--- src/logic/core_bus_pkg.sv ---
//////////////////////////////////////////////////
// core datapath and bus geometry
//////////////////////////////////////////////////
package core_bus_pkg;

    localparam int XLEN     = 32;           // scalar / memory word
    localparam int VLEN     = 128;          // one vector register
    localparam int LANES    = VLEN / XLEN;  // elements per vector
    localparam int VREG_NUM = 32;

    typedef logic [XLEN-1:0] word_t;
    typedef word_t [LANES-1:0] vreg_t;      // lane 0 in the low word
    typedef logic [$clog2(VREG_NUM)-1:0] vreg_addr_t;

    localparam word_t PC_INIT = 32'h0000_0000;
    localparam word_t PC_STEP = 32'd4;      // one pair per fetch

    // data port request held stable while the bus holds
    typedef struct packed {
        logic  req;
        logic  we;
        word_t addr;
        word_t wdata;
    } mem_req_t;

    typedef struct packed {
        logic       en;
        vreg_addr_t addr;
        vreg_t      data;
    } vrf_wb_t;

    typedef struct packed {
        logic  valid;
        word_t instr;   // vector instruction
        word_t scalar;  // operand word of the pair
    } fetch_pkt_t;

endpackage

--- src/logic/rvv_isa_pkg.sv ---
//////////////////////////////////////////////////
// vector ISA subset encodings
//////////////////////////////////////////////////
package rvv_isa_pkg;

    import core_bus_pkg::*;

    //////////////////////////////////////////////////
    // major opcodes and function fields
    localparam logic [6:0] OPC_OP_V     = 7'b1010111;
    localparam logic [6:0] OPC_LOAD_FP  = 7'b0000111;  // vle*
    localparam logic [6:0] OPC_STORE_FP = 7'b0100111;  // vse*

    localparam logic [2:0] F3_OPIVV = 3'b000;
    localparam logic [2:0] F3_OPMVV = 3'b010;
    localparam logic [2:0] F3_OPIVX = 3'b100;
    localparam logic [2:0] F3_OPMVX = 3'b110;

    localparam logic [5:0] F6_VADD = 6'b000000;
    localparam logic [5:0] F6_VSUB = 6'b000010;
    localparam logic [5:0] F6_VMUL = 6'b100101;  // OPMVV / OPMVX space

    localparam logic [2:0] WIDTH_32 = 3'b110;
    localparam logic [1:0] MOP_UNIT = 2'b00;

    //////////////////////////////////////////////////
    // instruction views
    typedef struct packed {
        logic [5:0] funct6;
        logic       vm;
        vreg_addr_t vs2;
        vreg_addr_t vs1;
        logic [2:0] funct3;
        vreg_addr_t vd;
        logic [6:0] opcode;
    } varith_fmt_t;

    typedef struct packed {
        logic [2:0] nf;
        logic       mew;
        logic [1:0] mop;
        logic       vm;
        logic [4:0] umop;    // lumop / sumop
        logic [4:0] rs1;
        logic [2:0] width;
        vreg_addr_t vd_vs3;  // vd for loads, vs3 for stores
        logic [6:0] opcode;
    } vmem_fmt_t;

    typedef union packed {
        varith_fmt_t arith;
        vmem_fmt_t   mem;
    } vinstr_u;

    typedef enum logic [1:0] {
        ALU_ADD,
        ALU_SUB,
        ALU_MUL
    } alu_op_e;

    typedef struct packed {
        logic       alu_en;
        alu_op_e    alu_op;
        logic       use_scalar;  // .vx form
        logic       mem_load;
        logic       mem_store;
        vreg_addr_t vs1;
        vreg_addr_t vs2;
        vreg_addr_t vd;
        word_t      scalar;      // operand or base address
    } vec_ctrl_t;

endpackage

--- src/logic/vec_lsu.sv ---
//////////////////////////////////////////////////
// vector load / store unit
//////////////////////////////////////////////////
`timescale 1ns/100ps

module vec_lsu import core_bus_pkg::*, rvv_isa_pkg::*; (
    input  logic      clk,
    input  logic      rst_n_i,
    input  vec_ctrl_t ctrl_i,
    input  vreg_t     vs3_data_i,
    input  logic      bus_hold_i,
    output mem_req_t  mem_o,
    input  word_t     mem_rdata_i,
    output vrf_wb_t   wb_o,
    output logic      exec_hold_o
);

    logic [$clog2(LANES)-1:0] beat_q;
    vreg_t load_buf_q;   // lanes collected so far
    vreg_t load_data;
    logic  active;
    logic  accept;
    logic  last;

    assign active = ctrl_i.mem_load | ctrl_i.mem_store;
    assign accept = active & ~bus_hold_i;
    assign last   = (beat_q == LANES - 1);

    //////////////////////////////////////////////////
    // beat counter
    always_ff @(posedge clk or negedge rst_n_i) begin
        if (!rst_n_i) begin
            beat_q <= '0;
        end else if (accept) begin
            beat_q <= beat_q + 1'b1;  // wraps to 0 after the last beat
        end
    end

    always_ff @(posedge clk) begin
        if (accept && ctrl_i.mem_load) begin
            load_buf_q[beat_q] <= mem_rdata_i;
        end
    end

    // request only moves on an accepted beat
    assign mem_o.req   = active;
    assign mem_o.we    = ctrl_i.mem_store;
    assign mem_o.addr  = ctrl_i.scalar + (word_t'(beat_q) << 2);  // base + 4k
    assign mem_o.wdata = vs3_data_i[beat_q];

    //////////////////////////////////////////////////
    // load write-back with the last lane straight from the bus
    always_comb begin
        load_data          = load_buf_q;
        load_data[LANES-1] = mem_rdata_i;
    end

    assign wb_o = '{en: accept & last & ctrl_i.mem_load, addr: ctrl_i.vd, data: load_data};

    assign exec_hold_o = active & ~(accept & last);

endmodule

--- config.mk ---
export PLATFORM = sky130hd
export DESIGN_NAME = vec_lsu
export DESIGN_NICKNAME = d
export VERILOG_FILES = /design/src/logic/core_bus_pkg.sv /design/src/logic/rvv_isa_pkg.sv /design/src/logic/vec_lsu.sv
export SDC_FILE = /design/constraint.sdc
export NUM_CORES = 1
export LEC_CHECK = 0
export BUFFER_PORTS_ARGS = -buffer_cell sky130_fd_sc_hd__buf_2
export CAP_MARGIN = 10
export CORE_AREA = 2 2 162 164
export DETAILED_ROUTE_END_ITERATION = 6
export DIE_AREA = 0 0 164 166
export PLACE_DENSITY = 0.56
export SLEW_MARGIN = 20
export SYNTH_ARGS = -nofsm -noshare
export SYNTH_HDL_FRONTEND = slang
export SYNTH_SLANG_ARGS = --single-unit
--- constraint.sdc ---
create_clock -name clk -period 3.4 [get_ports clk]
set_input_delay 0.85 -clock clk [delete_from_list [all_inputs] [get_ports clk]]
set_output_delay 0.85 -clock clk [all_outputs]
set_load 0.05 [all_outputs]
## Word level (Yosys, flattened, before mapping)

Index checks and enable logic that the tools add are counted.

- Bits in registers: 130
- Bits of input ports: 216
- Output and inout bits: 201
- Logic and storage cells: 24

- Add/subtract/negate cells: 2
- $lt $le $gt $ge: 2
- Equality and inequality tests: 1
- Multiplexer cells: 5
- Bitwise logic cells: 7
- Reduce and logical (&&, ||, !) cells: 2

Operators by type and width:

| kind | count |
|---|---|
| bitwise mux 128 bit | 1 |
| binary-select mux 32 bit (select 2 bit) | 1 |
| demux 32 bit (select 2 bit) | 1 |
| 2-to-1 mux 32 bit | 2 |
| adder 32 x 4 -> 32 bit | 1 |
| AND 1 bit | 4 |
| < comparator 2 x 3 -> 1 bit, second input constant | 1 |
| adder 2 x 1 -> 2 bit, second input constant | 1 |
| == test 2 bit, second input constant | 1 |
| >= comparator 2 x 1 -> 1 bit, second input constant | 1 |
| logical AND 1 bit | 2 |
| NOT 1 bit | 2 |
| bitwise OR 1 bit | 1 |

## Depth between registers and ports, before layout

- Depth after elaboration: 5
- Gate-level depth with buffers: 6
- Depth with buffers taken out: 6

## Least setup slack after synthesis

OpenSTA, ideal clock, no wires.

- Path kind: input to output
- From: input port ctrl_i[2] (netlist name)
- To: output port mem_o[56] (netlist name)
- Arrival: 2.617 ns
- Data required time: 2.550 ns
- Setup slack: -0.067 ns
- Cell stages on the path: 6
- Path buffers: 0
- Cells stage by stage: ha_1 > fa_1 > inv_1 > nor3_1 > nand4_1 > xnor2_1

RTL lines:

| element | RTL line | text |
|---|---|---|
| from (decl) | vec_lsu.sv:9 | `input vec_ctrl_t ctrl_i,` |
| to (decl) | vec_lsu.sv:12 | `output mem_req_t mem_o,` |

==> out/results.ini <==
[pwr]
fin_total_pwr_w=0.00530
power.leakage_nw=3.16
ir_worst_vdd_mv=0.517
cellPowerDensity_nw_per_um2=731

[routing]
wirelength_um=16100
route.detailed.drc=0
viasPerCell=4.01
drt-wirelength-per-cell_um=16.4
antenna_left=0
drtIter0Drc=235
firstDrtPassIters=4
dr_total_vias=3938

[synthesis]
synth_fp_nets=504
async_reset_ff_share_pct=2.04
yosys_register_bits=98
netlist_area_um2=4720
yosysSeqAreaShare_pct=62.1
yosysWarnings=0
synth_cell_types=28
netlist.area_leader.share_pct=61.0
synth_area_leader_cell=edfxtp_1
post_synth.cell_area_avg_um2=16.8
synth_flop_cell=edfxtp_1
synth_edf_count=96
synthCells=281
yosys-top-cells-count=edfxtp_1, buf_4, mux4_2
ys_top_cells_by_area=edfxtp_1, mux4_2, buf_4, xnor2_1, ha_1
yosysMostFrequentCell=edfxtp_1

[die]
die_w_um=164
fp-row-count=59
initial_utilization_pct=18.4
core_area_um2=25600
die_h_um=166
io_pins=417
dieArea_um2=27200

[place]
place.gp.congestion=0.836
place_hpwl_um=13000
dpl-instance-area_um2=6900
placedCellCount=963
port_buffers=388

[worst_setup_path]
crit_top_cell=buf_2
arrival_ps=2480
cp-start-kind=primary input
cp-end-kind=output pin
crit_chain=buf_2 > ha_1 > fa_1 > inv_1 > nor3_1 > buf_4 > nand3_1 > xnor2_1 > buf_2
critPathMaxFanout=4
cpPeakStageDelay_ps=390
critPathSlowestCell=fa_1
worst_ep_required_time_ps=2550
crit_type=in -> out

[timing]
timing.final.crit_share_pct=97.8
clock_skew_ps=12.1
drv_slew=0
relSlewSlack_pct=57.1
hold_viol=0
finalSetupTns_ps=0
setup_viol_count_final=0
fmax_mhz=301
period_needed_ps=3330
rsz0062_at_grt=no
worst_slew_pin_slew_ps=644

[global_routing]
grt_overflow=0
grt_pass1_vias=3887
track_usage_pct=11.2
grt_max_degree=36
antenna_found_initial=3
grt_pass1_wl_um=22600

[finish]
final_nets=862
area_growth_syn_to_layout_pct=53.6
fin_cells=981
final_util_pct=28.3
drive_above_1_share_pct=71.7
fillers=2677
stdcell_area_um2=7250

[hold_path]
hp-class=in -> async

[run]
maxCapViolCount=0

[cts]
postCtsSetupRepairBufs=0
numCtsBuffers=9
cts.path.max_buffers=2
h-tree-depth=3
cts_tree=built
hold_buffers=0
post_cts_resized=0
ctsRootBufferMaster=clkbuf_16
clkLatencyLatePin_ps=340
clk_pin_slew_ps=70
cts.sinks=98

[outcome]
status=finished, final reports clean

==> state kept, by name, indices dropped and copies added, names as in the netlist <==
name	cells
beat_q	2
wb_o	96
==> through the flow <==
step	hold slack [ps]	setup slack, ps
after floorplan	554	14.0
after global placement	636	83.9
after detailed placement	638	18.0
after CTS	256	12.9
after global routing	259	0.305
final	279	74.2
==> kinds of logic after synthesis <==
logic type	Yosys count	share of synthesized area (%)
xor gates and xnor gates	29	5.38
muxes	32	15.3
AOI/OAI and AO/OA	3	0.318
buffers and inverters	56	7.89
DFF	98	62.1
adders and majority gates	7	2.01
and+or+nand+nor	56	7.05
==> final timing paths <==
kind	start	endpoint	slack [ps]	depth (start not counted)
worst max-delay path	ctrl_i[2]	mem_o[48]	70	9
worst min-delay path	rst_n_i	beat_q[0]	280	1
worst max register to register	beat_q[0]	wb_o[69]	1280	5
worst min register to register	beat_q[1]	beat_q[1]	1040	3
max in group asynchronous	rst_n_i	beat_q[0]	3010	1
min in group clk	mem_rdata_i[23]	wb_o[23]	730	1
==> routing by layer <==
metal  up-vias  GRT usage (%)  wire, um
met1      1892           13.3      6060
li1       1766              -         -
met5         -              0         0
met4         0           3.09       230
met3        13           3.90      1820
met2       267           19.2      7950
==> where the power goes <==
part	leakage [nW]	total [W]	switching (W)	internal, W
clock	0.156	0.00108	0.000429	0.000651
combinational	2.11	0.00273	0.00197	0.000756
sequential	0.896	0.00150	0.0000309	0.00147
==> worst max-delay path: cells and delay by family <==
kind,cells,cell delay [ps]
xor gates and xnor gates,1,140
adders and majority gates,2,610
buffers and inverters,4,700
and+or+nand+nor,2,170
==> cell usage in the layout (no fill, tap or decap), types with 2 or more instances in the layout <==
cell type / count
nand2_1: 8
mux4_2: 32
and2_1: 2
buf_2: 385
clkbuf_16: 9
and2_2: 3
nand4_1: 7
xnor2_1: 16
nor3_1: 2
bufinv_16: 2
edfxtp_1: 96
nor2_1: 4
xnor2_2: 8
xor2_1: 4
diode_2: 2
and4_1: 4
ha_1: 6
buf_12: 2
buf_4: 9
and3_1: 4
a21oi_1: 2
inv_1: 6
nand3_1: 13
nor3_2: 2
==> final cells by class <==
| cell class | count | area, um^2 | share of cell area, % |
|---|---|---|---|
| multi-input combinational | 127 | 1510 | 20.8 |
| sequential | 98 | 2930 | 40.5 |
| tap | 335 | 419 | 5.78 |
| inverter | 6 | 22.5 | 0.311 |
| clock inverter | 7 | 100 | 1.38 |
| antenna | 2 | 5.00 | 0.0690 |
| clock buffer | 9 | 225 | 3.11 |
| timing repair buffer | 397 | 2040 | 28.2 |
No activity file was read; power rests on OpenSTA's default activity.
