==> config.mk <==
export PLATFORM = sky130hd
export DESIGN_NAME = fetch_unit
export DESIGN_NICKNAME = d
export VERILOG_FILES = /design/src/logic/core_bus_pkg.sv /design/src/logic/fetch_unit.sv
export SDC_FILE = /design/constraint.sdc
export NUM_CORES = 1
export LEC_CHECK = 0
export BUFFER_PORTS_ARGS = -buffer_cell sky130_fd_sc_hd__clkbuf_2
export CAP_MARGIN = 5
export CORE_MARGIN = 1.5
export CORE_UTILIZATION = 41
export CTS_CLUSTER_DIAMETER = 120
export DETAILED_ROUTE_END_ITERATION = 10
export PLACE_DENSITY = 0.72
export SYNTH_ARGS = -nofsm -noshare
export SYNTH_HDL_FRONTEND = slang
export SYNTH_SLANG_ARGS = --single-unit
==> constraint.sdc <==
create_clock -name clk -period 2.4 [get_ports clk]
set_input_delay 0.12 -clock clk [delete_from_list [all_inputs] [get_ports clk]]
set_output_delay 0.12 -clock clk [all_outputs]
set_load 0.05 [all_outputs]
==> src/logic/core_bus_pkg.sv <==
//////////////////////////////////////////////////
// core datapath and bus geometry
//////////////////////////////////////////////////
package core_bus_pkg;

    localparam int XLEN     = 32;           // scalar / memory word
    localparam int VLEN     = 128;          // one vector register
    localparam int LANES    = VLEN / XLEN;  // elements per vector
    localparam int VREG_NUM = 32;

    typedef logic [XLEN-1:0] word_t;
    typedef word_t [LANES-1:0] vreg_t;      // lane 0 in the low word
    typedef logic [$clog2(VREG_NUM)-1:0] vreg_addr_t;

    localparam word_t PC_INIT = 32'h0000_0000;
    localparam word_t PC_STEP = 32'd4;      // one pair per fetch

    // data port request held stable while the bus holds
    typedef struct packed {
        logic  req;
        logic  we;
        word_t addr;
        word_t wdata;
    } mem_req_t;

    typedef struct packed {
        logic       en;
        vreg_addr_t addr;
        vreg_t      data;
    } vrf_wb_t;

    typedef struct packed {
        logic  valid;
        word_t instr;   // vector instruction
        word_t scalar;  // operand word of the pair
    } fetch_pkt_t;

endpackage

==> src/logic/fetch_unit.sv <==
//////////////////////////////////////////////////
// fetch stage
//////////////////////////////////////////////////
`timescale 1ns/100ps

module fetch_unit import core_bus_pkg::*; (
    input  logic       clk,
    input  logic       rst_n_i,
    input  logic       bus_hold_i,
    input  logic       exec_hold_i,
    output word_t      pc_addr_o,
    output logic       pc_req_o,
    input  word_t [1:0] pc_data_i,  // [0] instruction, [1] scalar
    output fetch_pkt_t fetch_pkt_o
);

    word_t pc_q;
    logic  req_en_q;     // low for the first cycle out of reset
    logic  valid_q;
    word_t [1:0] pair_q;
    logic  fetch_ok;

    assign pc_req_o = req_en_q & ~exec_hold_i;  // only ask when execute retires
    assign fetch_ok = pc_req_o & ~bus_hold_i;

    always_ff @(posedge clk or negedge rst_n_i) begin
        if (!rst_n_i) begin
            pc_q     <= PC_INIT;
            req_en_q <= 1'b0;
            valid_q  <= 1'b0;
        end else begin
            req_en_q <= 1'b1;
            if (!exec_hold_i) begin
                valid_q <= fetch_ok;  // bubble when the bus holds
                if (fetch_ok) begin
                    pc_q <= pc_q + PC_STEP;
                end
            end
        end
    end

    always_ff @(posedge clk) begin
        if (fetch_ok) begin
            pair_q <= pc_data_i;
        end
    end

    assign pc_addr_o   = pc_q;
    assign fetch_pkt_o = '{valid: valid_q, instr: pair_q[0], scalar: pair_q[1]};

endmodule

### Yosys cells after proc, flatten, opt, wreduce, memory -nomap -nowiden

Cells that the tools add are included.

| cells by class | value |
|---|---|
| $add $sub $neg | 1 |
| multiply operators | 0 |
| divide/modulo/power cells | 0 |
| magnitude comparators | 0 |
| equality and inequality tests | 0 |
| shift-type cells | 0 |
| muxes and demuxes | 0 |
| bitwise operators | 4 |
| reduce and logical (&&, ||, !) cells | 1 |

Operators by type and width:

| kind | number |
|---|---|
| 32-bit by 3-bit adder with 32-bit output, second input constant | 1 |
| 1-bit bitwise AND | 2 |
| 1-bit inverter | 2 |
| 2-bit AND reduction | 1 |

| word-level totals | value |
|---|---|
| register bits | 98 |
| latch bits | 0 |
| RAM bits | 0 |
| memory bits (read-only) | 0 |
| input bits | 68 |
| output and inout bits | 98 |
| word-level logic and storage cells | 11 |
| memories | 0 |

### Longest topological paths before layout

Gate-level depths: netlist of run 1.

| logic depth | value |
|---|---|
| depth in word-level cells | 4 |
| gate-level depth with buffers | 5 |
| gate-level depth less buffers | 5 |

### Least setup slack after synthesis of run 1

OpenSTA, ideal clock, no wires.

| path | value |
|---|---|
| kind | reg2reg |
| start point | register req_en_q |
| end point | register pc_q[5], in the netlist pc_addr_o[5] |
| library setup time | 0.142 ns |
| arrival | 2.516 ns |
| required time | 2.258 ns |
| setup slack | -0.258 ns |
| stages on the path, launching flop included | 6 |
| buffers on the path | 1 |
| clock period less this slack | 2.658 ns |
| path through | dfrtp_1 -> or3b_1 -> buf_6 -> inv_1 -> nand4_1 -> xnor2_1 |

| between the ends | value |
|---|---|
| cells in the longest elaborated chain, start to end | 3 |

RTL lines:

| what | RTL line | source |
|---|---|---|
| start, declared | fetch_unit.sv:18 | `logic req_en_q;` |
| start signal, assigned | fetch_unit.sv:29 | `req_en_q <= 1'b0;` |
| start signal, assigned | fetch_unit.sv:32 | `req_en_q <= 1'b1;` |
| 1-bit bitwise AND | fetch_unit.sv:23 | `assign pc_req_o = req_en_q & ~exec_hold_i;` |
| 1-bit bitwise AND | fetch_unit.sv:24 | `assign fetch_ok = pc_req_o & ~bus_hold_i;` |
| net fetch_ok | fetch_unit.sv:21 | `logic fetch_ok;` |
| 2-bit AND reduction (no line) | n/a |  |
| end signal, assigned | fetch_unit.sv:36 | `pc_q <= pc_q + PC_STEP;` |
| end, declared | fetch_unit.sv:17 | `word_t pc_q;` |

The timed path passes the listed nets, and every way through them passes these cells.
A chain may end at the register's enable or synchronous reset.

### Worst setup path in the final report of run 1

| path | value |
|---|---|
| start point | input exec_hold_i |
| end point | register pair_q, in the netlist fetch_pkt_o[56], enable pin |

| between the ends | value |
|---|---|
| cells in the longest elaborated chain, start to end | 3 |

RTL lines:

| what | RTL line | source |
|---|---|---|
| start, declared | fetch_unit.sv:10 | `input logic exec_hold_i,` |
| 1-bit inverter (no line) | n/a |  |
| 1-bit bitwise AND | fetch_unit.sv:23 |  |
| 1-bit bitwise AND | fetch_unit.sv:24 |  |
| net fetch_ok | fetch_unit.sv:21 |  |
| end signal, assigned | fetch_unit.sv:44 | `pair_q <= pc_data_i;` |
| end, declared | fetch_unit.sv:20 | `word_t [1:0] pair_q;` |

The timed path passes the listed nets, and every way through them passes these cells.

==> metrics.yaml, run 1 <==
hold_class: "input pin to asynchronous set/reset pin"
post_synth_instance_area_um2: 3410
clock_skew_ns: 0.0123
design.core.area_um2: 8130
outcome: "finished clean"
initialDrtViolationCount: 76
detail_route.wirelength_um: 8890
cap_viol_max_count: 0
die_area_um2: 8870
synthArstFlopShare_pct: 33.3
reg2reg_to: "fetch_pkt_o[56]$_DFFE_PP_"
count_of_buffers_from_port_buffering: 163
stdcell_area_um2: 5190
switching_share_pct: 29.6
multi_input_combinational_cell_area_um2: 638
yosysWarningCount: 0
synthDistinctLibCells: 26
synthesis.area_per_instance_um2: 17.5
power_leakage_nw: 2.30
residual_drc_count: 0
post_synth_inst_count: 195
finalSetupViolations: 0
finalHoldViolCount: 0
detailedPlace.worstSlack_ns: 0.486
htree_num_levels: 3
power_frac_comb_pct: 16.4
clock_latency_late_sink_ns: 0.36
starting_utilization_of_the_core_area_pct: 41.9
seq_area_um2: 2720
final_core_util_pct: 63.8
finalHoldWorstSlack_ns: 0.371
grt_antenna_before_repair: 0
gp_routability_congestion: 0.712
total_switching_power_mw: 1.02
dp_hpwl_um: 5400
max_slew_margin_pct: 48.4
power_dens_cells_nw_per_um2: 665
number_of_standard_cell_rows_in_the_floorplan: 33
peakVddDrop_mv: 0.288
viasPerCell: 4.74
synth-seq-cells: 96
cts.path.max_buffers: 2
slew_violations: 0
min_period_ns: 2.06
final_critical_path_setup_slack_ns: 0.345
cts_buffers: 9
end_kind: "flop"
critical_path.max_fanout: 51
timing.rr.start: "req_en_q$_DFF_PN0_"
crit_type: "input pin to flop"
cts_sinks: 96
antenna_cells: 0
grtUsageMet2_pct: 35.5
setup_repair_after_global_routing_missed_its_margin: "false"
grt_most_used_layer: "met2"
worstPathRequired_ns: 2.44
synthFlopType: "edfxtp_1"
grt.met1_usage_pct: 22.6
area.growth.synth_to_final_pct: 52.3
die_height_um: 94.2
global_route.usage.met3_pct: 6.07
wl_per_cell_um: 16.4
final_min_period_over_clock_period_pct: 85.6
r2r_cells: 3
mostFrequentLayoutCells: "163 x clkbuf_2, 66 x dlygate4sd3_1, 64 x edfxtp_1"
max_freq_ghz: 0.487
power_frac_seq_pct: 55.5
regToRegSetupSlack_ns: 0.42
cellInternalPower_mw: 2.43
cts_tree: "done"
clk_transition_reported_paths_ns: 0.10
timing.setup.tns_ns: 0
detailroute.via_count: 2576
wire_length_of_the_first_global_routing_pass_um: 13000
detailedRoute.firstPassIterationCount: 4
share_clk_of_total_power_pct: 28.1
timing.critical_path.from_type: "input pin"
register_area_share_after_synthesis_pct: 79.9
nNetsFinal: 502
groute.usage.overall_pct: 20.2
fp.dieW_um: 94.2
placedInstanceArea_um2: 4350
post_cts.repair.setup_buffers: 0
layout-drive-gt1-share_pct: 42.9
tightest_slew_ns: 0.774
globalRouteOverflowTotal: 0
layout.cells.most_common: "clkbuf_2"
edff_count_synth: 64
layout_filler_cell_count: 605
route.antenna.remaining_nets: 0
num_io_pins: 166
grt_start_max_net_pins: 52
critPathArrivalTime_ns: 2.09
number_of_global_route_vias_before_repair: 2524
clockRootBuffer: "clkbuf_8"
## area by class of cell
cell class                 count  area share (%)
tap                          105            2.53
inverter                       3           0.289
clock buffer                  10            2.46
multi-input combinational     92            12.3
sequential                    96            52.4
timing repair buffer         231            29.0
clock inverter                 6            1.01
## critical path: stages
cell           delay (ns)
dlygate4sd3_1        0.54
clkbuf_2             0.12
or3b_1               0.60
clkinvlp_4           0.39
buf_12               0.30
## per-layer routing
metal | wire length [um] | share of wire, %
met3 | 645 | 7.3
met4 | 231 | 2.6
met5 | 0 | 0
met2 | 4690 | 53
met1 | 3320 | 37
## kinds of logic (layout without fill, tap and decap cells)
family	after synthesis	after routing	share of synthesized area, %
flops	96	96	79.9
simple gates	58	58	10.0
xor+xnor	29	29	7.67
buf+inv	8	250	1.54
other cells	2	3	0.220
fa+ha+maj	1	1	0.367
mux	1	1	0.330
## cells in the mapped netlist, types with 2 or more instances
master / count / share of area [%]
nor2_1: 7 / 0.77
inv_1: 3 / 0.33
xor2_1: 4 / 1.0
nor3_4: 2 / 0.95
xnor2_1: 24 / 6.2
buf_4: 4 / 0.88
nor3_2: 2 / 0.59
dfrtp_1: 32 / 23
and2_1: 2 / 0.37
nand3_1: 11 / 1.6
edfxtp_1: 64 / 56
and3_1: 2 / 0.37
conb_1: 2 / 0.22
nand4_1: 14 / 2.6
nand2_1: 11 / 1.2
## worst max path at each step
stage	start	slack, ns	endpoint	depth (start not counted)
final	exec_hold_i	0.34	fetch_pkt_o[56]$_DFFE_PP_	5
after global routing	exec_hold_i	0.27	fetch_pkt_o[47]$_DFFE_PP_	5
after CTS	exec_hold_i	0.39	fetch_pkt_o[32]$_DFFE_PP_	5
after detailed placement	req_en_q$_DFF_PN0_	0.49	fetch_pkt_o[37]$_DFFE_PP_	3
after global placement	req_en_q$_DFF_PN0_	0.53	fetch_pkt_o[37]$_DFFE_PP_	3
after floorplan	req_en_q$_DFF_PN0_	0.36	pc_addr_o[5]$_DFFE_PN0P_	5
## registers in the layout, summed over array words and instances (netlist names)
name         cells
valid_q          1
req_en_q         1
pc_addr_o       30
fetch_pkt_o     64
## metrics by stage
stage,power [mW],std cells
2_1_floorplan,2.27,196
4_1_cts,3.47,543
5_1_grt,3.59,543
3_3_place_gp,2.41,461
3_5_place_dp,2.42,461
6_report,3.45,543
## power by group through the flow
stage                     registers (mW)  logic (mW)  clock network [mW]
final                               1.91       0.566               0.970
after global routing                1.92       0.595                1.08
after CTS                           1.91       0.565               0.996
after detailed placement            1.95       0.477                   0
after global placement              1.94       0.467                   0
after floorplan                     2.18      0.0897                   0
## timing repair
| action | 4_1_cts | 5_1_grt |
|---|---|---|
| resized for setup | 0 | 0 |
| hold endpoints to repair | 97 | 0 |
| hold buffers | 66 | 0 |
Power figures use the tool's default switching activity.
==> inputs of run 2 (changes only) <==
--- a/config.mk
+++ b/config.mk
@@ -8,10 +8,10 @@
 export BUFFER_PORTS_ARGS = -buffer_cell sky130_fd_sc_hd__clkbuf_2
 export CAP_MARGIN = 5
 export CORE_MARGIN = 1.5
-export CORE_UTILIZATION = 41
+export CORE_UTILIZATION = 25
 export CTS_CLUSTER_DIAMETER = 120
 export DETAILED_ROUTE_END_ITERATION = 10
-export PLACE_DENSITY = 0.72
+export PLACE_DENSITY = 0.47
 export SYNTH_ARGS = -nofsm -noshare
 export SYNTH_HDL_FRONTEND = slang
 export SYNTH_SLANG_ARGS = --single-unit
==> metrics.yaml, run 2 (synthesis gave the netlist of run 1 again) <==
outcome: "finished clean"
groute.usage.overall_pct: 12.1
antenna_cells: 0
end_kind: "flop"
fp.dieW_um: 120
power_dens_cells_nw_per_um2: 723
crit_path_to: "fetch_pkt_o[61]$_DFFE_PP_"
route.antenna.remaining_nets: 0
wl_per_cell_um: 13.6
cts_sinks: 96
finalHoldViolCount: 0
stdcell_area_um2: 5390
die_area_um2: 14300
dp_hpwl_um: 5970
critical_path.max_fanout: 17
residual_drc_count: 0
worstSetupStartpoint: "req_en_q$_DFF_PN0_"
timing.rr.start: "req_en_q$_DFF_PN0_"
cts.path.max_buffers: 2
viasPerCell: 4.05
largest_register_ffs: 64
stdcell_count: 614
timing.critical_path.from_type: "flop"
hold_class: "input pin to flop"
reg2reg_to: "fetch_pkt_o[61]$_DFFE_PP_"
gp_routability_congestion: 0.682
min_period_ns: 1.95
wire_length_of_the_first_global_routing_pass_um: 13000
detailedRoute.firstPassIterationCount: 4
max_freq_ghz: 0.513
regToRegSetupSlack_ns: 0.45
slew_violations: 0
die_height_um: 120
grt_antenna_before_repair: 0
grt_start_max_net_pins: 37
layout.cells.most_common: "clkbuf_2"
count_of_buffers_from_port_buffering: 163
power_leakage_nw: 2.35
final_min_period_over_clock_period_pct: 81.2
max_slew_margin_pct: 44.1
total_instance_count_after_detailed_placement: 533
setup_repair_after_global_routing_missed_its_margin: "false"
post_cts.repair.setup_buffers: 0
tightest_slew_ns: 0.838
worstPathRequired_ns: 2.49
cts_buffers: 9
r2r_cells: 3
timing.setup.tns_ns: 0
initialDrtViolationCount: 150
starting_utilization_of_the_core_area_pct: 25.6
num_io_pins: 166
number_of_standard_cell_rows_in_the_floorplan: 42
mostFrequentLayoutCells: "163 x clkbuf_2, 65 x dlygate4sd3_1, 64 x edfxtp_1"
placedInstanceArea_um2: 4450
number_of_global_route_vias_before_repair: 2471
cts_tree: "done"
critPathArrivalTime_ns: 2.04
globalRouteOverflowTotal: 0
clockRootBuffer: "clkbuf_16"
clk_transition_reported_paths_ns: 0.07
finalSetupViolations: 0
layout-drive-gt1-share_pct: 42.9
clock_skew_ns: 0.00983
detailroute.via_count: 2485
area.growth.synth_to_final_pct: 58.2
htree_num_levels: 3
peakVddDrop_mv: 0.413
clock_latency_late_sink_ns: 0.34
nNetsFinal: 502
cap_viol_max_count: 0
design.core.area_um2: 13300
detail_route.wirelength_um: 8330
crit_type: "flop to flop"
==> run 2: cell count changes in the layout (fill, tap and decap cells not counted), sizes merged <==
cell | before | now
clkinv | 2 | 1
bufinv | 0 | 1
dlygate4sd3 | 66 | 65
buf | 2 | 3
==> run 2: through the flow <==
stage	total power, mW	setup WS [ns]	hold WS, ns	utilization (%)
after floorplan	2.27	0.362	-0.176	-
after global placement	2.43	0.480	0.264	33.4
after detailed placement	2.44	0.415	0.271	33.4
after CTS	3.97	0.410	0.00640	40.6
after global routing	4.08	0.336	0.0254	40.6
final	3.90	0.451	0.0130	40.6
==> run 2: worst min path at each step <==
stage	startpoint	to	slack [ns]	cells past startpoint
6_report	exec_hold_i	valid_q$_DFFE_PN0N_	0.01	3
5_1_grt	exec_hold_i	valid_q$_DFFE_PN0N_	0.03	3
3_5_place_dp	rst_n_i	pc_addr_o[23]$_DFFE_PN0P_	0.27	1
4_1_cts	exec_hold_i	valid_q$_DFFE_PN0N_	0.006	3
2_1_floorplan	rst_n_i	pc_addr_o[10]$_DFFE_PN0P_	-0.18	0
3_3_place_gp	rst_n_i	pc_addr_o[23]$_DFFE_PN0P_	0.26	1
==> run 2: cell type report <==
cell class,count,area [um^2]
Multi-Input combinational cell,92,638
Fill cell,1272,7900
Timing Repair Buffer,231,1500
Clock inverter,6,66.3
Clock buffer,10,229
Sequential cell,96,2720
Inverter,3,15.0
Tap cell,176,220
==> run 2: metal layers <==
| metal | track usage (%) | wire length (um) |
|---|---|---|
| met1 | 14.8 | 3580 |
| met4 | 4.99 | 144 |
| met5 | 0 | 0 |
| met3 | 4.90 | 724 |
| met2 | 18.9 | 3890 |
==> run 2: timing repair <==
action / in CTS / in global routing
hold endpoints to repair: 96 / 0
hold buffers: 65 / 0
resized for setup: 0 / 0
==> run 2: critical path, stage by stage (launching register included) <==
cell	delay, ns
dfrtp_1	0.37
or3b_1	0.48
clkinvlp_4	0.50
buf_4	0.34
==> run 2: power by group <==
part	internal (mW)	switching, mW	leakage, nW
clock	0.811	0.607	0.137
sequential	1.85	0.0637	1.02
combinational	0.192	0.375	1.19
==> inputs of run 3 (changes only) <==
--- a/config.mk
+++ b/config.mk
@@ -5,13 +5,14 @@
 export SDC_FILE = /design/constraint.sdc
 export NUM_CORES = 1
 export LEC_CHECK = 0
+export ABC_AREA = 1
 export BUFFER_PORTS_ARGS = -buffer_cell sky130_fd_sc_hd__clkbuf_2
 export CAP_MARGIN = 5
 export CORE_MARGIN = 1.5
 export CORE_UTILIZATION = 25
 export CTS_CLUSTER_DIAMETER = 120
 export DETAILED_ROUTE_END_ITERATION = 10
-export PLACE_DENSITY = 0.47
+export PLACE_DENSITY = 0.46
 export SYNTH_ARGS = -nofsm -noshare
 export SYNTH_HDL_FRONTEND = slang
 export SYNTH_SLANG_ARGS = --single-unit
==> constraint.sdc (replaced) <==
create_clock -name clk -period 1.7 [get_ports clk]
set_input_delay 0.085 -clock clk [delete_from_list [all_inputs] [get_ports clk]]
set_output_delay 0.085 -clock clk [all_outputs]
set_load 0.05 [all_outputs]
==> metrics.yaml, run 3 <==
total_instance_count_after_detailed_placement: 651
min_period_ns: 1.52
stdcell_count: 735
grt_start_max_net_pins: 44
design.core.area_um2: 14600
globalRouteOverflowTotal: 0
finalHoldViolCount: 0
register_area_share_after_synthesis_pct: 72.1
post-layout-total-power_mw: 5.56
synthFlopType: "edfxtp_1"
gp_routability_congestion: 0.853
synth-seq-cells: 96
finalSetupViolations: 0
worstPathRequired_ns: 1.93
die_height_um: 126
number_of_global_route_vias_before_repair: 3012
synthArstFlopShare_pct: 33.3
timing.critical_path.buf_inv: 1
synthDistinctLibCells: 25
groute.usage.overall_pct: 13.4
slew_violations: 0
final_min_period_over_clock_period_pct: 89.4
synth.most_common_cell: "nand2_1"
area.growth.synth_to_final_pct: 54.9
wire_length_of_the_first_global_routing_pass_um: 16000
detail_route.wirelength_um: 10500
antenna_cells: 0
critPathArrivalTime_ns: 1.75
yosys-top-cells-area: "edfxtp_1 51%, dfrtp_1 21%, nand2_1 6.5%"
cts_sinks: 96
number_of_standard_cell_rows_in_the_floorplan: 44
detailedRoute.firstPassIterationCount: 7
cts_tree: "done"
critical_path.max_fanout: 5
nNetsFinal: 616
ys_top_cells_by_count: "65 x nand2_1, 64 x edfxtp_1, 38 x inv_1, 32 x dfrtp_1, 20 x nand3_1"
residual_drc_count: 22
layout_filler_cell_count: 1417
timing.critical_path.from_type: "flop"
synthesis.area_per_instance_um2: 12.5
synth_largest_area_cell: "edfxtp_1"
mostFrequentLayoutCells: "163 x clkbuf_2, 66 x dlygate4sd3_1, 65 x nand2_1"
layout-drive-gt1-share_pct: 37.9
post_cts.resized_instances: 0
largest_register_ffs: 64
yosysWarningCount: 0
grt_antenna_before_repair: 0
dp_hpwl_um: 7690
cap_viol_max_count: 0
num_io_pins: 166
worst_path_max_delay_cell: "dfrtp_1"
clock_skew_ns: 0.00699
die_area_um2: 15900
max_freq_ghz: 0.658
route.antenna.remaining_nets: 0
crit_path_max_incr_delay_ns: 0.39
starting_utilization_of_the_core_area_pct: 25.8
violations_in_the_final_reports: "DRC"
clock_latency_late_sink_ns: 0.35
final_critical_path_setup_slack_ns: 0.180
cts_buffers: 9
clk_transition_reported_paths_ns: 0.07
post_synth_instance_area_um2: 3780
power_leakage_nw: 2.62
outcome: "finished, violations left"
power_dens_cells_nw_per_um2: 951
viasPerCell: 4.13
setup_repair_after_global_routing_missed_its_margin: "false"
initialDrtViolationCount: 207
detailedPlace.worstSlack_ns: 0.162
layout.cells.most_common: "clkbuf_2"
timing.setup.tns_ns: 0
cts.path.max_buffers: 2
top_cell_type_s_share_of_synthesized_area_pct: 50.9
detailroute.via_count: 3034
count_of_buffers_from_port_buffering: 163
end_kind: "flop"
crit_type: "flop to flop"
edff_count_synth: 64
hold_class: "input pin to flop"
fp.dieW_um: 126
post_synth_inst_count: 301
crit_family: "simple AND/OR/NAND/NOR gates"
clockRootBuffer: "clkbuf_16"
htree_num_levels: 3
worstPathCellList: "ha_1 -> inv_1 -> nor2_4 -> nand2_1 -> nor2_2 -> nand3_1 -> xor2_1"
wl_per_cell_um: 14.2
peakVddDrop_mv: 0.450
## run 3: stage by stage
stage	util, %	hold WS [ns]	area [um^2]
finish	40.0	0.0957	5850
global route	40.0	0.127	5850
CTS	39.8	0.119	5830
detailed placement	33.3	0.0649	4870
global placement	33.3	0.0654	4870
floorplan	-	-0.211	3780
## run 3: what timing repair did
action,4_1_cts,5_1_grt
setup endpoints to repair,0,1
setup buffers,0,3
hold endpoints to repair,97,0
hold buffers,66,0
## run 3: path summary, 6_finish.rpt
kind / start / to / slack [ns] / depth (start not counted)
worst max-delay path: pc_addr_o[3]$_DFFE_PN0P_ / pc_addr_o[26]$_DFFE_PN0P_ / 0.18 / 7
worst min-delay path: bus_hold_i / pc_addr_o[15]$_DFFE_PN0P_ / 0.1 / 4
worst max register to register: pc_addr_o[3]$_DFFE_PN0P_ / pc_addr_o[26]$_DFFE_PN0P_ / 0.18 / 7
worst min register to register: valid_q$_DFFE_PN0N_ / valid_q$_DFFE_PN0N_ / 0.49 / 2
max in group asynchronous: rst_n_i / pc_addr_o[15]$_DFFE_PN0P_ / 1.30 / 3
min in group asynchronous: rst_n_i / pc_addr_o[24]$_DFFE_PN0P_ / 0.23 / 3
## run 3: layer usage
metal	global-route usage [%]	up-vias	part of all wire [%]
met5	0	-	0
met4	5.48	0	1.8
met3	4.29	17	8.0
met2	22.7	125	48
met1	15.8	1409	42
li1	-	1483	-
## run 3: area by class of cell
cell class / instances / area, um^2 / share of cell area [%]
inverters: 40 / 150 / 2.57
multi-input cells: 162 / 873 / 14.9
flip-flops and latches: 96 / 2720 / 46.5
well taps: 184 / 230 / 3.93
clock inverters: 6 / 67.6 / 1.15
clock buffers: 9 / 225 / 3.85
repair buffers: 238 / 1580 / 27.0
## run 3: power by group
part	switching [mW]	internal [mW]
Clock	0.892	1.14
Sequential	0.0736	2.61
Combinational	0.570	0.281
## run 3: cell families (layout without fill, tap and decap cells)
logic type,after synthesis,in the layout,share of synthesized area [%]
xor+xnor,19,19,4.41
other cells,2,3,0.199
flops,96,96,72.1
fa+ha+maj,1,1,0.331
buf+inv,44,293,4.87
simple gates,138,138,17.9
compound gates,1,1,0.199
## run 3: tightest hold or removal path, stage by stage
cell	delay, ns
clkbuf_2	0.11
nor2_4	0.06
nand2_1	0.08
xnor2_1	0.06
