### src/logic/core_bus_pkg.sv
//////////////////////////////////////////////////
// core datapath and bus geometry
//////////////////////////////////////////////////
package core_bus_pkg;

    localparam int XLEN     = 32;           // scalar / memory word
    localparam int VLEN     = 128;          // one vector register
    localparam int LANES    = VLEN / XLEN;  // elements per vector
    localparam int VREG_NUM = 32;

    typedef logic [XLEN-1:0] word_t;
    typedef word_t [LANES-1:0] vreg_t;      // lane 0 in the low word
    typedef logic [$clog2(VREG_NUM)-1:0] vreg_addr_t;

    localparam word_t PC_INIT = 32'h0000_0000;
    localparam word_t PC_STEP = 32'd4;      // one pair per fetch

    // data port request held stable while the bus holds
    typedef struct packed {
        logic  req;
        logic  we;
        word_t addr;
        word_t wdata;
    } mem_req_t;

    typedef struct packed {
        logic       en;
        vreg_addr_t addr;
        vreg_t      data;
    } vrf_wb_t;

    typedef struct packed {
        logic  valid;
        word_t instr;   // vector instruction
        word_t scalar;  // operand word of the pair
    } fetch_pkt_t;

endpackage

### src/logic/rvv_isa_pkg.sv
//////////////////////////////////////////////////
// vector ISA subset encodings
//////////////////////////////////////////////////
package rvv_isa_pkg;

    import core_bus_pkg::*;

    //////////////////////////////////////////////////
    // major opcodes and function fields
    localparam logic [6:0] OPC_OP_V     = 7'b1010111;
    localparam logic [6:0] OPC_LOAD_FP  = 7'b0000111;  // vle*
    localparam logic [6:0] OPC_STORE_FP = 7'b0100111;  // vse*

    localparam logic [2:0] F3_OPIVV = 3'b000;
    localparam logic [2:0] F3_OPMVV = 3'b010;
    localparam logic [2:0] F3_OPIVX = 3'b100;
    localparam logic [2:0] F3_OPMVX = 3'b110;

    localparam logic [5:0] F6_VADD = 6'b000000;
    localparam logic [5:0] F6_VSUB = 6'b000010;
    localparam logic [5:0] F6_VMUL = 6'b100101;  // OPMVV / OPMVX space

    localparam logic [2:0] WIDTH_32 = 3'b110;
    localparam logic [1:0] MOP_UNIT = 2'b00;

    //////////////////////////////////////////////////
    // instruction views
    typedef struct packed {
        logic [5:0] funct6;
        logic       vm;
        vreg_addr_t vs2;
        vreg_addr_t vs1;
        logic [2:0] funct3;
        vreg_addr_t vd;
        logic [6:0] opcode;
    } varith_fmt_t;

    typedef struct packed {
        logic [2:0] nf;
        logic       mew;
        logic [1:0] mop;
        logic       vm;
        logic [4:0] umop;    // lumop / sumop
        logic [4:0] rs1;
        logic [2:0] width;
        vreg_addr_t vd_vs3;  // vd for loads, vs3 for stores
        logic [6:0] opcode;
    } vmem_fmt_t;

    typedef union packed {
        varith_fmt_t arith;
        vmem_fmt_t   mem;
    } vinstr_u;

    typedef enum logic [1:0] {
        ALU_ADD,
        ALU_SUB,
        ALU_MUL
    } alu_op_e;

    typedef struct packed {
        logic       alu_en;
        alu_op_e    alu_op;
        logic       use_scalar;  // .vx form
        logic       mem_load;
        logic       mem_store;
        vreg_addr_t vs1;
        vreg_addr_t vs2;
        vreg_addr_t vd;
        word_t      scalar;      // operand or base address
    } vec_ctrl_t;

endpackage

### src/logic/vec_decoder.sv
//////////////////////////////////////////////////
// vector instruction decoder
//////////////////////////////////////////////////
`timescale 1ns/100ps

module vec_decoder import core_bus_pkg::*, rvv_isa_pkg::*; (
    input  fetch_pkt_t fetch_pkt_i,
    output vec_ctrl_t  ctrl_o
);

    vinstr_u instr;

    assign instr = fetch_pkt_i.instr;

    always_comb begin
        ctrl_o = '0;  // no-op unless recognised
        if (fetch_pkt_i.valid) begin
            case (instr.arith.opcode)
                OPC_OP_V: begin
                    ctrl_o.vd = instr.arith.vd;
                    case ({instr.arith.funct3, instr.arith.funct6})
                        {F3_OPIVV, F6_VADD}: ctrl_o.alu_en = 1'b1;
                        {F3_OPIVV, F6_VSUB}: begin
                            ctrl_o.alu_en = 1'b1;
                            ctrl_o.alu_op = ALU_SUB;
                        end
                        {F3_OPMVV, F6_VMUL}: begin
                            ctrl_o.alu_en = 1'b1;
                            ctrl_o.alu_op = ALU_MUL;
                        end
                        {F3_OPIVX, F6_VADD}: begin
                            ctrl_o.alu_en     = 1'b1;
                            ctrl_o.use_scalar = 1'b1;
                        end
                        {F3_OPMVX, F6_VMUL}: begin
                            ctrl_o.alu_en     = 1'b1;
                            ctrl_o.alu_op     = ALU_MUL;
                            ctrl_o.use_scalar = 1'b1;
                        end
                        default: ;
                    endcase
                end
                OPC_LOAD_FP, OPC_STORE_FP: begin
                    // mask bit ignored and base taken from the scalar word
                    ctrl_o.vd = instr.mem.vd_vs3;
                    if (instr.mem.width == WIDTH_32 && instr.mem.mop == MOP_UNIT) begin
                        ctrl_o.mem_load  = (instr.mem.opcode == OPC_LOAD_FP);
                        ctrl_o.mem_store = (instr.mem.opcode == OPC_STORE_FP);
                    end
                end
                default: ;
            endcase

            if (ctrl_o.alu_en || ctrl_o.mem_load || ctrl_o.mem_store) begin
                ctrl_o.vs1    = instr.arith.vs1;
                ctrl_o.vs2    = instr.arith.vs2;
                ctrl_o.scalar = fetch_pkt_i.scalar;
            end else begin
                ctrl_o = '0;
            end
        end
    end

endmodule

### config.mk
export PLATFORM = sky130hd
export DESIGN_NAME = vec_decoder
export DESIGN_NICKNAME = d
export VERILOG_FILES = /design/src/logic/core_bus_pkg.sv /design/src/logic/rvv_isa_pkg.sv /design/src/logic/vec_decoder.sv
export SDC_FILE = /design/constraint.sdc
export NUM_CORES = 1
export LEC_CHECK = 0
export ABC_AREA = 1
export BUFFER_PORTS_ARGS = -buffer_cell sky130_fd_sc_hd__buf_4
export CAP_MARGIN = 10
export CORE_MARGIN = 3
export CORE_UTILIZATION = 30
export DETAILED_ROUTE_END_ITERATION = 10
export PLACE_DENSITY = 0.81
export SYNTH_ARGS = -nofsm -noshare
export SYNTH_HDL_FRONTEND = slang
export SYNTH_SLANG_ARGS = --single-unit
### constraint.sdc
create_clock -name vclk -period 1.5
set_input_delay 0.075 -clock vclk [all_inputs]
set_output_delay 0.075 -clock vclk [all_outputs]
set_load 0.01 [all_outputs]
# Word level (Yosys, flattened, before mapping)
# Index checks and enable logic that the tools add are counted.
totals:
  regBits: 0
  latchBits: 0
  ramBits: 0
  rom_bits: 0
  inputBits: 65
  out_inout_bits: 53
  wordCells: 32
  memories: 0
classes:
  add_sub_neg: 0
  n_mul: 0
  div_mod_pow: 0
  order_cmp: 0
  n_eq_ne: 8
  shift: 0
  n_mux: 14
  bitwise_logic: 0
  n_reduce_logical: 10
op_table:
  columns: ["cell", "n"]
  rows:
  - ["two-way mux 53 bit", 1]
  - ["two-way mux 32 bit", 1]
  - ["== test 9 bit, second input constant", 2]
  - ["two-way mux 10 bit", 1]
  - ["two-way mux 5 bit", 2]
  - ["== test 9 x 2 -> 1 bit, second input constant", 1]
  - ["== test 9 x 8 -> 1 bit, second input constant", 1]
  - ["logical NOT 9 bit", 1]
  - ["two-way mux 4 bit", 2]
  - ["== test 7 x 3 -> 1 bit, second input constant", 1]
  - ["== test 7 x 6 -> 1 bit, second input constant", 1]
  - ["== test 7 bit, second input constant", 1]
  - ["two-way mux 2 bit", 3]
  - ["two-way mux 6 bit", 1]
  - ["OR reduction 2 bit", 3]
  - ["OR reduction 5 bit", 1]
  - ["one-hot mux 2 bit (2 select lines)", 1]
  - ["== test 3 bit, second input constant", 1]
  - ["OR reduction 3 bit", 1]
  - ["logical NOT 2 bit", 1]
  - ["logical OR 1 bit", 2]
  - ["two-way mux 1 bit", 2]
  - ["logical AND 1 bit", 1]

# Logic depth before layout (Yosys ltp)
# Gate-level depths: netlist (run 1).
logic_depth:
  depth_word: 9
  mapped_depth: 9
  depth_no_buf: 8

# Least setup slack after synthesis (run 1)
# Ideal clock, no wire load.
synth_path:
  path_kind: "input to output"
  start: "input fetch_pkt_i[44] in the netlist's numbering"
  end: "output ctrl_o[10] in the netlist's numbering"
  arrival_ns: 0.936
  required_ns: 1.425
  setup_slack_ns: 0.489
  stages: 8
  path_buffers: 2
  path_cell_list: "nor2_1 -> and2_1 -> nand2_1 -> nand3_1 -> nand2_1 -> buf_6 -> buf_6 -> a21oi_2"
synth_lines:
  columns: ["element", "line_no", "rtl"]
  rows:
  - ["from (decl)", "vec_decoder.sv:7", "input fetch_pkt_t fetch_pkt_i,"]
  - ["to (decl)", "vec_decoder.sv:8", "output vec_ctrl_t ctrl_o"]

==> results by group, run 1 <==
Worst setup path
  • Crit. End Element: output pin
  • Top cell by count, worst path: buf_4
  • CP Class: in2out
  • Critical Path AT: 1.23 ns
  • Slowest stage delay, CP: 0.24 ns
  • Startpoint type of the worst setup path: primary input
  • Slowest CP cell: buf_4
  • CP Data Required Time: approximately 1.4 ns
  • Worst-path fanout max: 27
  • CP Cell Sequence: buf_4, nor2_1, and2_1, nand2_1, nand3_1, nand2_2, buf_4, a21oi_1, buf_4

Placed design
  • Routability cong.: about 0.8
  • # port buffers: roughly 120
  • Hpwl dp: 2690 um

Final layout
  • Number of clock buffers in the layout: 0
  • Diode count: 0
  • Register Area: 0 um2
  • FFs & Latches: 0
  • Footprint of the multi-input gates: roughly 710 um2
  • Area grow syn2layout: 99.6%
  • Nets: 331
  • Fillers: around 260
  • Share of cells above drive strength 1: approximately 61%
  • Core Util, Final: approximately two thirds

Global route
  • First-pass GRT wire length: 4990 um
  • GR Overflow Total: 0
  • Initial antenna violation count: 0
  • GRT Total Usage: 16.7%
  • Vias in the first global route: approximately 1200
  • Largest net degree at the start of global routing: 35

Pwr
  • VDD IR max: around 100 uV
  • Pleak: around 0.86 nW
  • Power Dens Cells: ~120 nW/um2

Yosys
  • Ys Warns: 0
  • Synth Area in XOR/XNOR: 0%
  • Post-synth top area share: a little under a third
  • Post-synthesis adder-cell area fraction: 0%
  • Count of cell types in the netlist: 17
  • Mapped Cells: between 150 and 200
  • Syn_nets: between 200 and 250
  • Simple-gate share of the synthesized area: 39.9%
  • Compound-Gate Fraction of Synth Area: a little over two fifths
  • Main combinational cell family by area after synthesis: compound AO/OA/AOI/OAI gates
  • Cell Area, Synth: about 860 um2
  • Commonest cells in the netlist: 61 x nand2_1, 30 x a21oi_2, 17 x a21oi_1
  • Post-synthesis mux area share: 0%
  • Post-synthesis sequential area ratio: 0%
  • Top post-synthesis cells by area: a21oi_2 31%, nand2_1 27%, buf_6 11%
  • Synth area leader: a21oi_2
  • Syn Area/Cell: between 5 and 6 um2
  • Most frequent cell after synthesis: nand2_1

Floorplan
  • Die X: about 59 um
  • Die area: 3530 um2
  • Top Ports: around 120
  • Initial Utilization: between 30 and 40%
  • Core area: roughly 2600 um2
  • # rows: 18
  • Vert. Die Dim: between 50 and 60 um

Route
  • DRT iter0 DRCs: 58
  • Post-DRT Antenna Nets: 0
  • DRC viols: 0
  • DRT Wirelength: approximately 3200 um
  • DRT Pass-1 Iters: 4
  • Vias: roughly 1400
  • Drt via density: 4.74
  • Routed wire per std cell: about 11 um

Timing
  • Fin crit share: between 80% and 90%
  • Final setup viols: 0
  • Tightest Pin Transition: about 0.33 ns
  • Relative slew slack: between 70 and 80%
  • Setup TNS: 0 ns
  • RSZ-0062 raised after global routing: false
  • Final Hold Viols: 0
  • Minimum clock period: ~1.3 ns
  • Max-slew violation count: 0
  • Fmax: around 760 MHz

Min path
  • Hold Path Class: in2out

Clock tree
  • CTS Hold Bufs: 0
  • Resized cells post-CTS: 0
  • Setup Fix Bufs, Post-CTS: 0

Run status
  • Outcome: finished clean

Run
  • Max Cap Viol: 0
## final timing paths
kind	to	startpoint	slack (ns)	cells past startpoint
min	ctrl_o[48]	fetch_pkt_i[37]	0.40	3
max	ctrl_o[37]	fetch_pkt_i[44]	0.19	9
## power breakdown
| group | internal (mW) | leakage (nW) | switching (mW) |
|---|---|---|---|
| clock | 0 | 0 | 0 |
| combinational | 0.126 | 0.860 | 0.0794 |
| sequential | 0 | 0 | 0 |
## cells by family after synthesis
logic type | Yosys count
AND/OR/NAND/NOR | 84
AO/OA/AOI/OAI | 49
buffers and inverters | 24
## cell type report
class,instances,share of cell area [%]
inverters,9,1.98
multi-input cells,133,41.5
well taps,30,2.20
repair buffers,122,54.4
## cells in the final DEF, fill, tap and decap left out
cell / n
a211oi_1: 1
a21oi_1: 17
a21oi_2: 30
a31oi_1: 1
and2_1: 1
buf_12: 1
buf_4: 121
inv_1: 6
inv_2: 3
nand2_1: 59
nand2_2: 2
nand3_1: 5
nand3_2: 1
nor2_1: 12
nor2_2: 1
nor3_1: 2
nor3_2: 1
## metal layers
metal  GRT usage [%]  vias to the layer above  part of all wire [%]
li1                -                      722                     -
met1            17.8                      597                    34
met2            32.9                       75                    48
met3            5.88                        0                    17
met4               0                        0                     0
met5               0                        -                     0
## per-stage QoR
stage	hold slack, ns	worst slack [ns]	cell area [um2]	cells	total power [mW]
3_5_place_dp	0.399	0.184	1710	294	0.207
4_1_cts	0.399	0.183	1710	294	0.208
6_report	0.396	0.192	1710	294	0.206
5_1_grt	0.417	0.0486	1710	294	0.228
2_1_floorplan	0.198	0.489	856	157	0.0664
3_3_place_gp	0.397	0.193	1710	294	0.204
## critical path: cells and delay by family
kind / cells / cell delay (ns)
AO/OA/AOI/OAI: 1 / 0.17
buffers and inverters: 3 / 0.49
AND/OR/NAND/NOR: 5 / 0.49
Note: power is estimated with default switching activity, not from simulation.
==> run 2: changes to the inputs <==
==> constraint.sdc (replaced) <==
create_clock -name vclk -period 1.5
set_input_delay 0.15 -clock vclk [all_inputs]
set_output_delay 0.15 -clock vclk [all_outputs]
set_load 0.01 [all_outputs]
==> run 2 against run 1 <==
Total power increased by 3.9%. Setup slack got worse by 0.14 ns. Non-clock buffer count unchanged. Routed wire length increased by 3.4%. Worst hold slack improved by 0.15 ns. Largest power group unchanged. Highest routed layer unchanged.
==> results by group, run 2 (synthesized netlist as in run 1, its figures left out) <==
Run status
  • Outcome: finished clean (unchanged)

Route
  • DRT iter0 DRCs: 52 (was 58)
  • DRC viols: 0 (unchanged)
  • DRT Wirelength: 3310 um (was 3200 um)
  • DRT Pass-1 Iters: 4 (unchanged)
  • Routed wire per std cell: 11.3 um (was 10.9 um)
  • Drt via density: 4.82 (was 4.74)
  • Post-DRT Antenna Nets: 0 (unchanged)
  • Vias: 1417 (was 1394)

Floorplan
  • Die X: 59.4 um (unchanged)
  • Initial Utilization: 33.0% (unchanged)
  • # rows: 18 (unchanged)
  • Die area: 3530 um2 (unchanged)
  • Top Ports: 118 (unchanged)
  • Core area: 2590 um2 (unchanged)
  • Vert. Die Dim: 59.4 um (unchanged)

Placed design
  • # port buffers: 117 (unchanged)
  • Hpwl dp: 2690 um (about the same)
  • Routability cong.: 0.790 (was 0.794)

Timing
  • Setup TNS: 0 ns (unchanged)
  • Fin crit share: 96.5% (was 87.2%)
  • RSZ-0062 raised after global routing: true (was false)
  • Minimum clock period: 1.45 ns (was 1.31 ns)
  • Final setup viols: 0 (unchanged)
  • Max-slew violation count: 0 (unchanged)
  • Fmax: 690 MHz (was 764 MHz)
  • Relative slew slack: 80.4% (was 78.1%)
  • Final Hold Viols: 0 (unchanged)
  • Tightest Pin Transition: 0.294 ns (was 0.328 ns)

Run
  • Max Cap Viol: 0 (unchanged)

Worst setup path
  • Slowest CP cell: buf_12 (was buf_4)
  • Top cell by count, worst path: buf_4 (unchanged)
  • CP Cell Sequence: buf_4, nor2_2, nand3_2, nor3_2, nand2_2, buf_12, a21oi_1, buf_4 (was buf_4, nor2_1, and2_1, nand2_1, nand3_1, nand2_2, buf_4, a21oi_1, buf_4)
  • Crit. End Element: output pin (unchanged)
  • Worst-path fanout max: 47 (was 27)
  • CP Class: in2out (unchanged)
  • Critical Path AT: 1.30 ns (was 1.23 ns)
  • CP Data Required Time: 1.35 ns (was 1.42 ns)
  • Cell family with most CP delay: buffers and inverters (was simple AND/OR/NAND/NOR gates)
  • Startpoint type of the worst setup path: primary input (unchanged)
  • Slowest stage delay, CP: 0.21 ns (was 0.24 ns)
  • Worst Path Buf+Inv: 3 (unchanged)

Min path
  • Hold Path Class: in2out (unchanged)

Final layout
  • Fillers: 226 (was 261)
  • Share of cells above drive strength 1: 64.0% (was 60.6%)
  • Register Area: 0 um2 (unchanged)
  • Commonest non-fill, non-tap cell in the layout: buf_4 (unchanged)
  • Area grow syn2layout: 106% (was 99.6%)
  • FFs & Latches: 0 (unchanged)
  • Nets: 331 (unchanged)
  • Commonest non-fill, non-tap cells in the layout: 119 x buf_4, 58 x nand2_1, 36 x a21oi_2 (was 121 x buf_4, 59 x nand2_1, 30 x a21oi_2)
  • Diode count: 0 (unchanged)
  • Number of clock buffers in the layout: 0 (unchanged)

Pwr
  • VDD IR max: 104 uV (was 105 uV)
  • Tot Pwr: 214 uW (was 206 uW)
  • Register share of total power: 0% (about the same)
  • Net Sw Frac: 39.0% (was 38.6%)
  • Power Dens Cells: 121 nW/um2 (was 120 nW/um2)
  • Gate power share: 100.0% (about the same)
  • Clock Power Share: 0% (about the same)
  • Int Pwr: 130 uW (was 126 uW)
  • P_sw: 83.3 uW (was 79.4 uW)
  • Pleak: 0.871 nW (was 0.860 nW)

Global route
  • GR Overflow Total: 0 (unchanged)
  • First-pass GRT wire length: 4820 um (was 4990 um)
  • Vias in the first global route: 1196 (was 1237)
  • Initial antenna violation count: 0 (unchanged)
  • GRT Total Usage: 16.6% (was 16.7%)
  • Largest net degree at the start of global routing: 48 (was 35)

Clock tree
  • Setup Fix Bufs, Post-CTS: 0 (unchanged)
  • CTS Hold Bufs: 0 (unchanged)
  • Resized cells post-CTS: 0 (unchanged)
[run 2: changes by cell type in the layout (fill, tap and decap cells not counted)]
cell     change
buf_4        -2
nor2_2       +1
nor3_1       -1
nand2_2      +1
nor3_2       +1
a21oi_1      -6
nand2_1      -1
buf_12       +2
nor2_1       -1
a21oi_2      +6
[run 2: layout make-up]
cell class / count / area (um2) / area share (%)
inverter: 9 / 33.8 / 1.91
multi-input combinational: 133 / 741 / 42.0
tap: 30 / 37.5 / 2.13
timing repair buffer: 122 / 953 / 54.0
[run 2: per-stage QoR]
step                area, um2  hold WS, ns  setup WS (ns)  util [%]  cells
CTS                      1730        0.549         0.0610      66.9    294
detailed placement       1730        0.549         0.0632      66.9    294
global placement         1730        0.547         0.0629      66.9    294
global route             1770        0.565       -0.00303      68.2    294
floorplan                 856        0.348          0.339         -    157
finish                   1770        0.546         0.0518      68.2    294
[run 2: tightest hold or removal path: cells and delay by family]
family | cells | cell delay [ns]
buffers and inverters | 2 | 0.21
AND/OR/NAND/NOR | 1 | 0.03
[run 2: path summary, 6_finish.rpt]
path,from,end,slack [ns],depth (start not counted)
setup / recovery,fetch_pkt_i[35],ctrl_o[32],0.05,8
hold / removal,fetch_pkt_i[37],ctrl_o[48],0.55,3
[run 2: power by group through the flow]
stage | Sequential (mW) | Clock [mW] | Combinational [mW]
finish | 0 | 0 | 0.214
global route | 0 | 0 | 0.236
CTS | 0 | 0 | 0.213
detailed placement | 0 | 0 | 0.212
global placement | 0 | 0 | 0.208
floorplan | 0 | 0 | 0.0664
[run 2: routing by layer]
layer / vias up / track usage (%) / share of wire, %
met2: 84 / 34.9 / 51
li1: 722 / - / -
met1: 611 / 16.1 / 34
met5: - / 0 / 0
met4: 0 / 0 / 0
met3: 0 / 5.23 / 15
==> run 3: changes to the inputs <==
--- a/config.mk
+++ b/config.mk
@@ -9,9 +9,9 @@
 export BUFFER_PORTS_ARGS = -buffer_cell sky130_fd_sc_hd__buf_4
 export CAP_MARGIN = 10
 export CORE_MARGIN = 3
-export CORE_UTILIZATION = 30
+export CORE_UTILIZATION = 24
 export DETAILED_ROUTE_END_ITERATION = 10
-export PLACE_DENSITY = 0.81
+export PLACE_DENSITY = 0.68
 export SYNTH_ARGS = -nofsm -noshare
 export SYNTH_HDL_FRONTEND = slang
 export SYNTH_SLANG_ARGS = --single-unit
==> run 3 against run 2 <==
Die area grew 22%. Setup slack improved by 0.059 ns. Critical path type unchanged. Worst hold slack hardly changed. Sequential cell count did not move.
==> results by group, run 3 (synthesized netlist as in run 1, its figures left out) <==
Floorplan
  • Initial Utilization: 25.2% (was 33.0%)
  • Die area: 4320 um2 (was 3530 um2)
  • Die X: 65.7 um (was 59.4 um)
  • Vert. Die Dim: 65.7 um (was 59.4 um)
  • # rows: 21 (was 18)
  • Core area: 3390 um2 (was 2590 um2)
  • Top Ports: 118 (unchanged)

Placed design
  • # port buffers: 117 (unchanged)
  • Hpwl dp: 2590 um (was 2690 um)
  • Routability cong.: 0.711 (was 0.790)

Final layout
  • Commonest non-fill, non-tap cells in the layout: 118 x buf_4, 57 x nand2_1, 32 x a21oi_2 (was 119 x buf_4, 58 x nand2_1, 36 x a21oi_2)
  • Area grow syn2layout: 115% (was 106%)
  • Fillers: 354 (was 226)
  • Core Util, Final: 54.4% (was 68.2%)
  • Share of cells above drive strength 1: 63.9% (was 64.0%)
  • Diode count: 0 (unchanged)
  • Commonest non-fill, non-tap cell in the layout: buf_4 (unchanged)
  • Number of clock buffers in the layout: 0 (unchanged)
  • Nets: 333 (was 331)
  • Register Area: 0 um2 (unchanged)
  • FFs & Latches: 0 (unchanged)

Global route
  • Largest net degree at the start of global routing: 37 (was 48)
  • GRT Total Usage: 12.8% (was 16.6%)
  • Initial antenna violation count: 0 (unchanged)
  • GR Overflow Total: 0 (unchanged)
  • Vias in the first global route: 1164 (was 1196)
  • First-pass GRT wire length: 4750 um (was 4820 um)

Worst setup path
  • Slowest CP cell: clkbuf_16 (was buf_12)
  • CP Cell Sequence: buf_4, inv_1, nand2_1, nor2_1, nand2_1, nand3_2, nand2_4, clkbuf_16, a21oi_2, buf_4 (was buf_4, nor2_2, nand3_2, nor3_2, nand2_2, buf_12, a21oi_1, buf_4)
  • Crit. End Element: output pin (unchanged)
  • Worst Path Buf+Inv: 4 (was 3)
  • Startpoint type of the worst setup path: primary input (unchanged)
  • Worst-path fanout max: 15 (was 47)
  • CP Data Required Time: 1.35 ns (about the same)
  • Critical path endpoint: ctrl_o[22] (was ctrl_o[32])
  • Crit path launch: fetch_pkt_i[58] (was fetch_pkt_i[35])
  • Critical Path AT: 1.24 ns (was 1.30 ns)
  • CP Class: in2out (unchanged)
  • Stages on worst setup path: 10 (was 8)
  • Slowest stage delay, CP: 0.20 ns (was 0.21 ns)
  • Cell family with most CP delay: buffers and inverters (unchanged)

Timing
  • Minimum clock period: 1.39 ns (was 1.45 ns)
  • Max-slew violation count: 0 (unchanged)
  • Relative slew slack: 86.3% (was 80.4%)
  • Setup TNS: 0 ns (unchanged)
  • Final Hold Viols: 0 (unchanged)
  • Final setup viols: 0 (unchanged)
  • Fin crit share: 92.6% (was 96.5%)
  • Tightest Pin Transition: 0.204 ns (was 0.294 ns)
  • Fmax: 720 MHz (was 690 MHz)

Pwr
  • VDD IR max: 82.7 uV (was 104 uV)
  • Register share of total power: 0% (about the same)
  • Power Dens Cells: 115 nW/um2 (was 121 nW/um2)
  • Clock Power Share: 0% (about the same)
  • Pleak: 0.926 nW (was 0.871 nW)
  • Int Pwr: 131 uW (was 130 uW)
  • Net Sw Frac: 38.5% (was 39.0%)
  • Gate power share: 100.0% (about the same)
  • P_sw: 82.0 uW (was 83.3 uW)
  • Tot Pwr: 213 uW (was 214 uW)

Route
  • Drt via density: 4.47 (was 4.82)
  • DRT Wirelength: 3320 um (was 3310 um)
  • Vias: 1396 (was 1417)
  • DRC viols: 0 (unchanged)
  • DRT iter0 DRCs: 51 (was 52)
  • Routed wire per std cell: 10.6 um (was 11.3 um)
  • Post-DRT Antenna Nets: 0 (unchanged)
  • DRT Pass-1 Iters: 4 (unchanged)

Min path
  • Hold Path Class: in2out (unchanged)
  • Hold Crit Start: fetch_pkt_i[37] (unchanged)

Run status
  • Outcome: finished clean (unchanged)

Run
  • Max Cap Viol: 0 (unchanged)
==> run 3: through the flow <==
stage / std cells / area (um2) / worst slack [ns] / hold slack, ns
floorplan: 157 / 856 / 0.339 / 0.348
global placement: 311 / 1790 / 0.0460 / 0.547
detailed placement: 311 / 1790 / 0.0288 / 0.548
CTS: 311 / 1790 / 0.0284 / 0.548
global route: 312 / 1840 / -0.0123 / 0.564
finish: 312 / 1840 / 0.111 / 0.547
==> run 3: final cells by class <==
cell class	instances	area, um2	share of cell area [%]
Inverter	9	33.8	1.83
Multi-Input combinational cell	133	741	40.2
Tap cell	46	57.6	3.12
Timing Repair Buffer	124	1010	54.9
==> run 3: metal layers <==
metal / wire length (um) / GRT usage (%)
met2: 1570 / 24.5
met1: 1320 / 15.0
met5: 0 / 0
met4: 0 / 0
met3: 434 / 2.91
==> run 3: how the worst min path moves through the flow <==
stage	cells past startpoint	slack, ns	to
6_report	3	0.55	ctrl_o[48]
5_1_grt	3	0.56	ctrl_o[48]
4_1_cts	3	0.55	ctrl_o[48]
3_5_place_dp	3	0.55	ctrl_o[48]
3_3_place_gp	3	0.55	ctrl_o[48]
2_1_floorplan	1	0.35	ctrl_o[48]
==> run 3: what timing repair did <==
action | 4_1_cts | 5_1_grt
resized for setup | 0 | 9
endpoints found under the hold margin | 0 | 0
endpoints found under the setup margin | 0 | 47
hold buffers | 0 | 0
buffers inserted | 0 | 0
==> run 3: power by group through the flow <==
stage / sequential, mW / clock [mW] / combinational (mW)
finish: 0 / 0 / 0.213
global route: 0 / 0 / 0.236
CTS: 0 / 0 / 0.212
detailed placement: 0 / 0 / 0.212
global placement: 0 / 0 / 0.209
floorplan: 0 / 0 / 0.0664
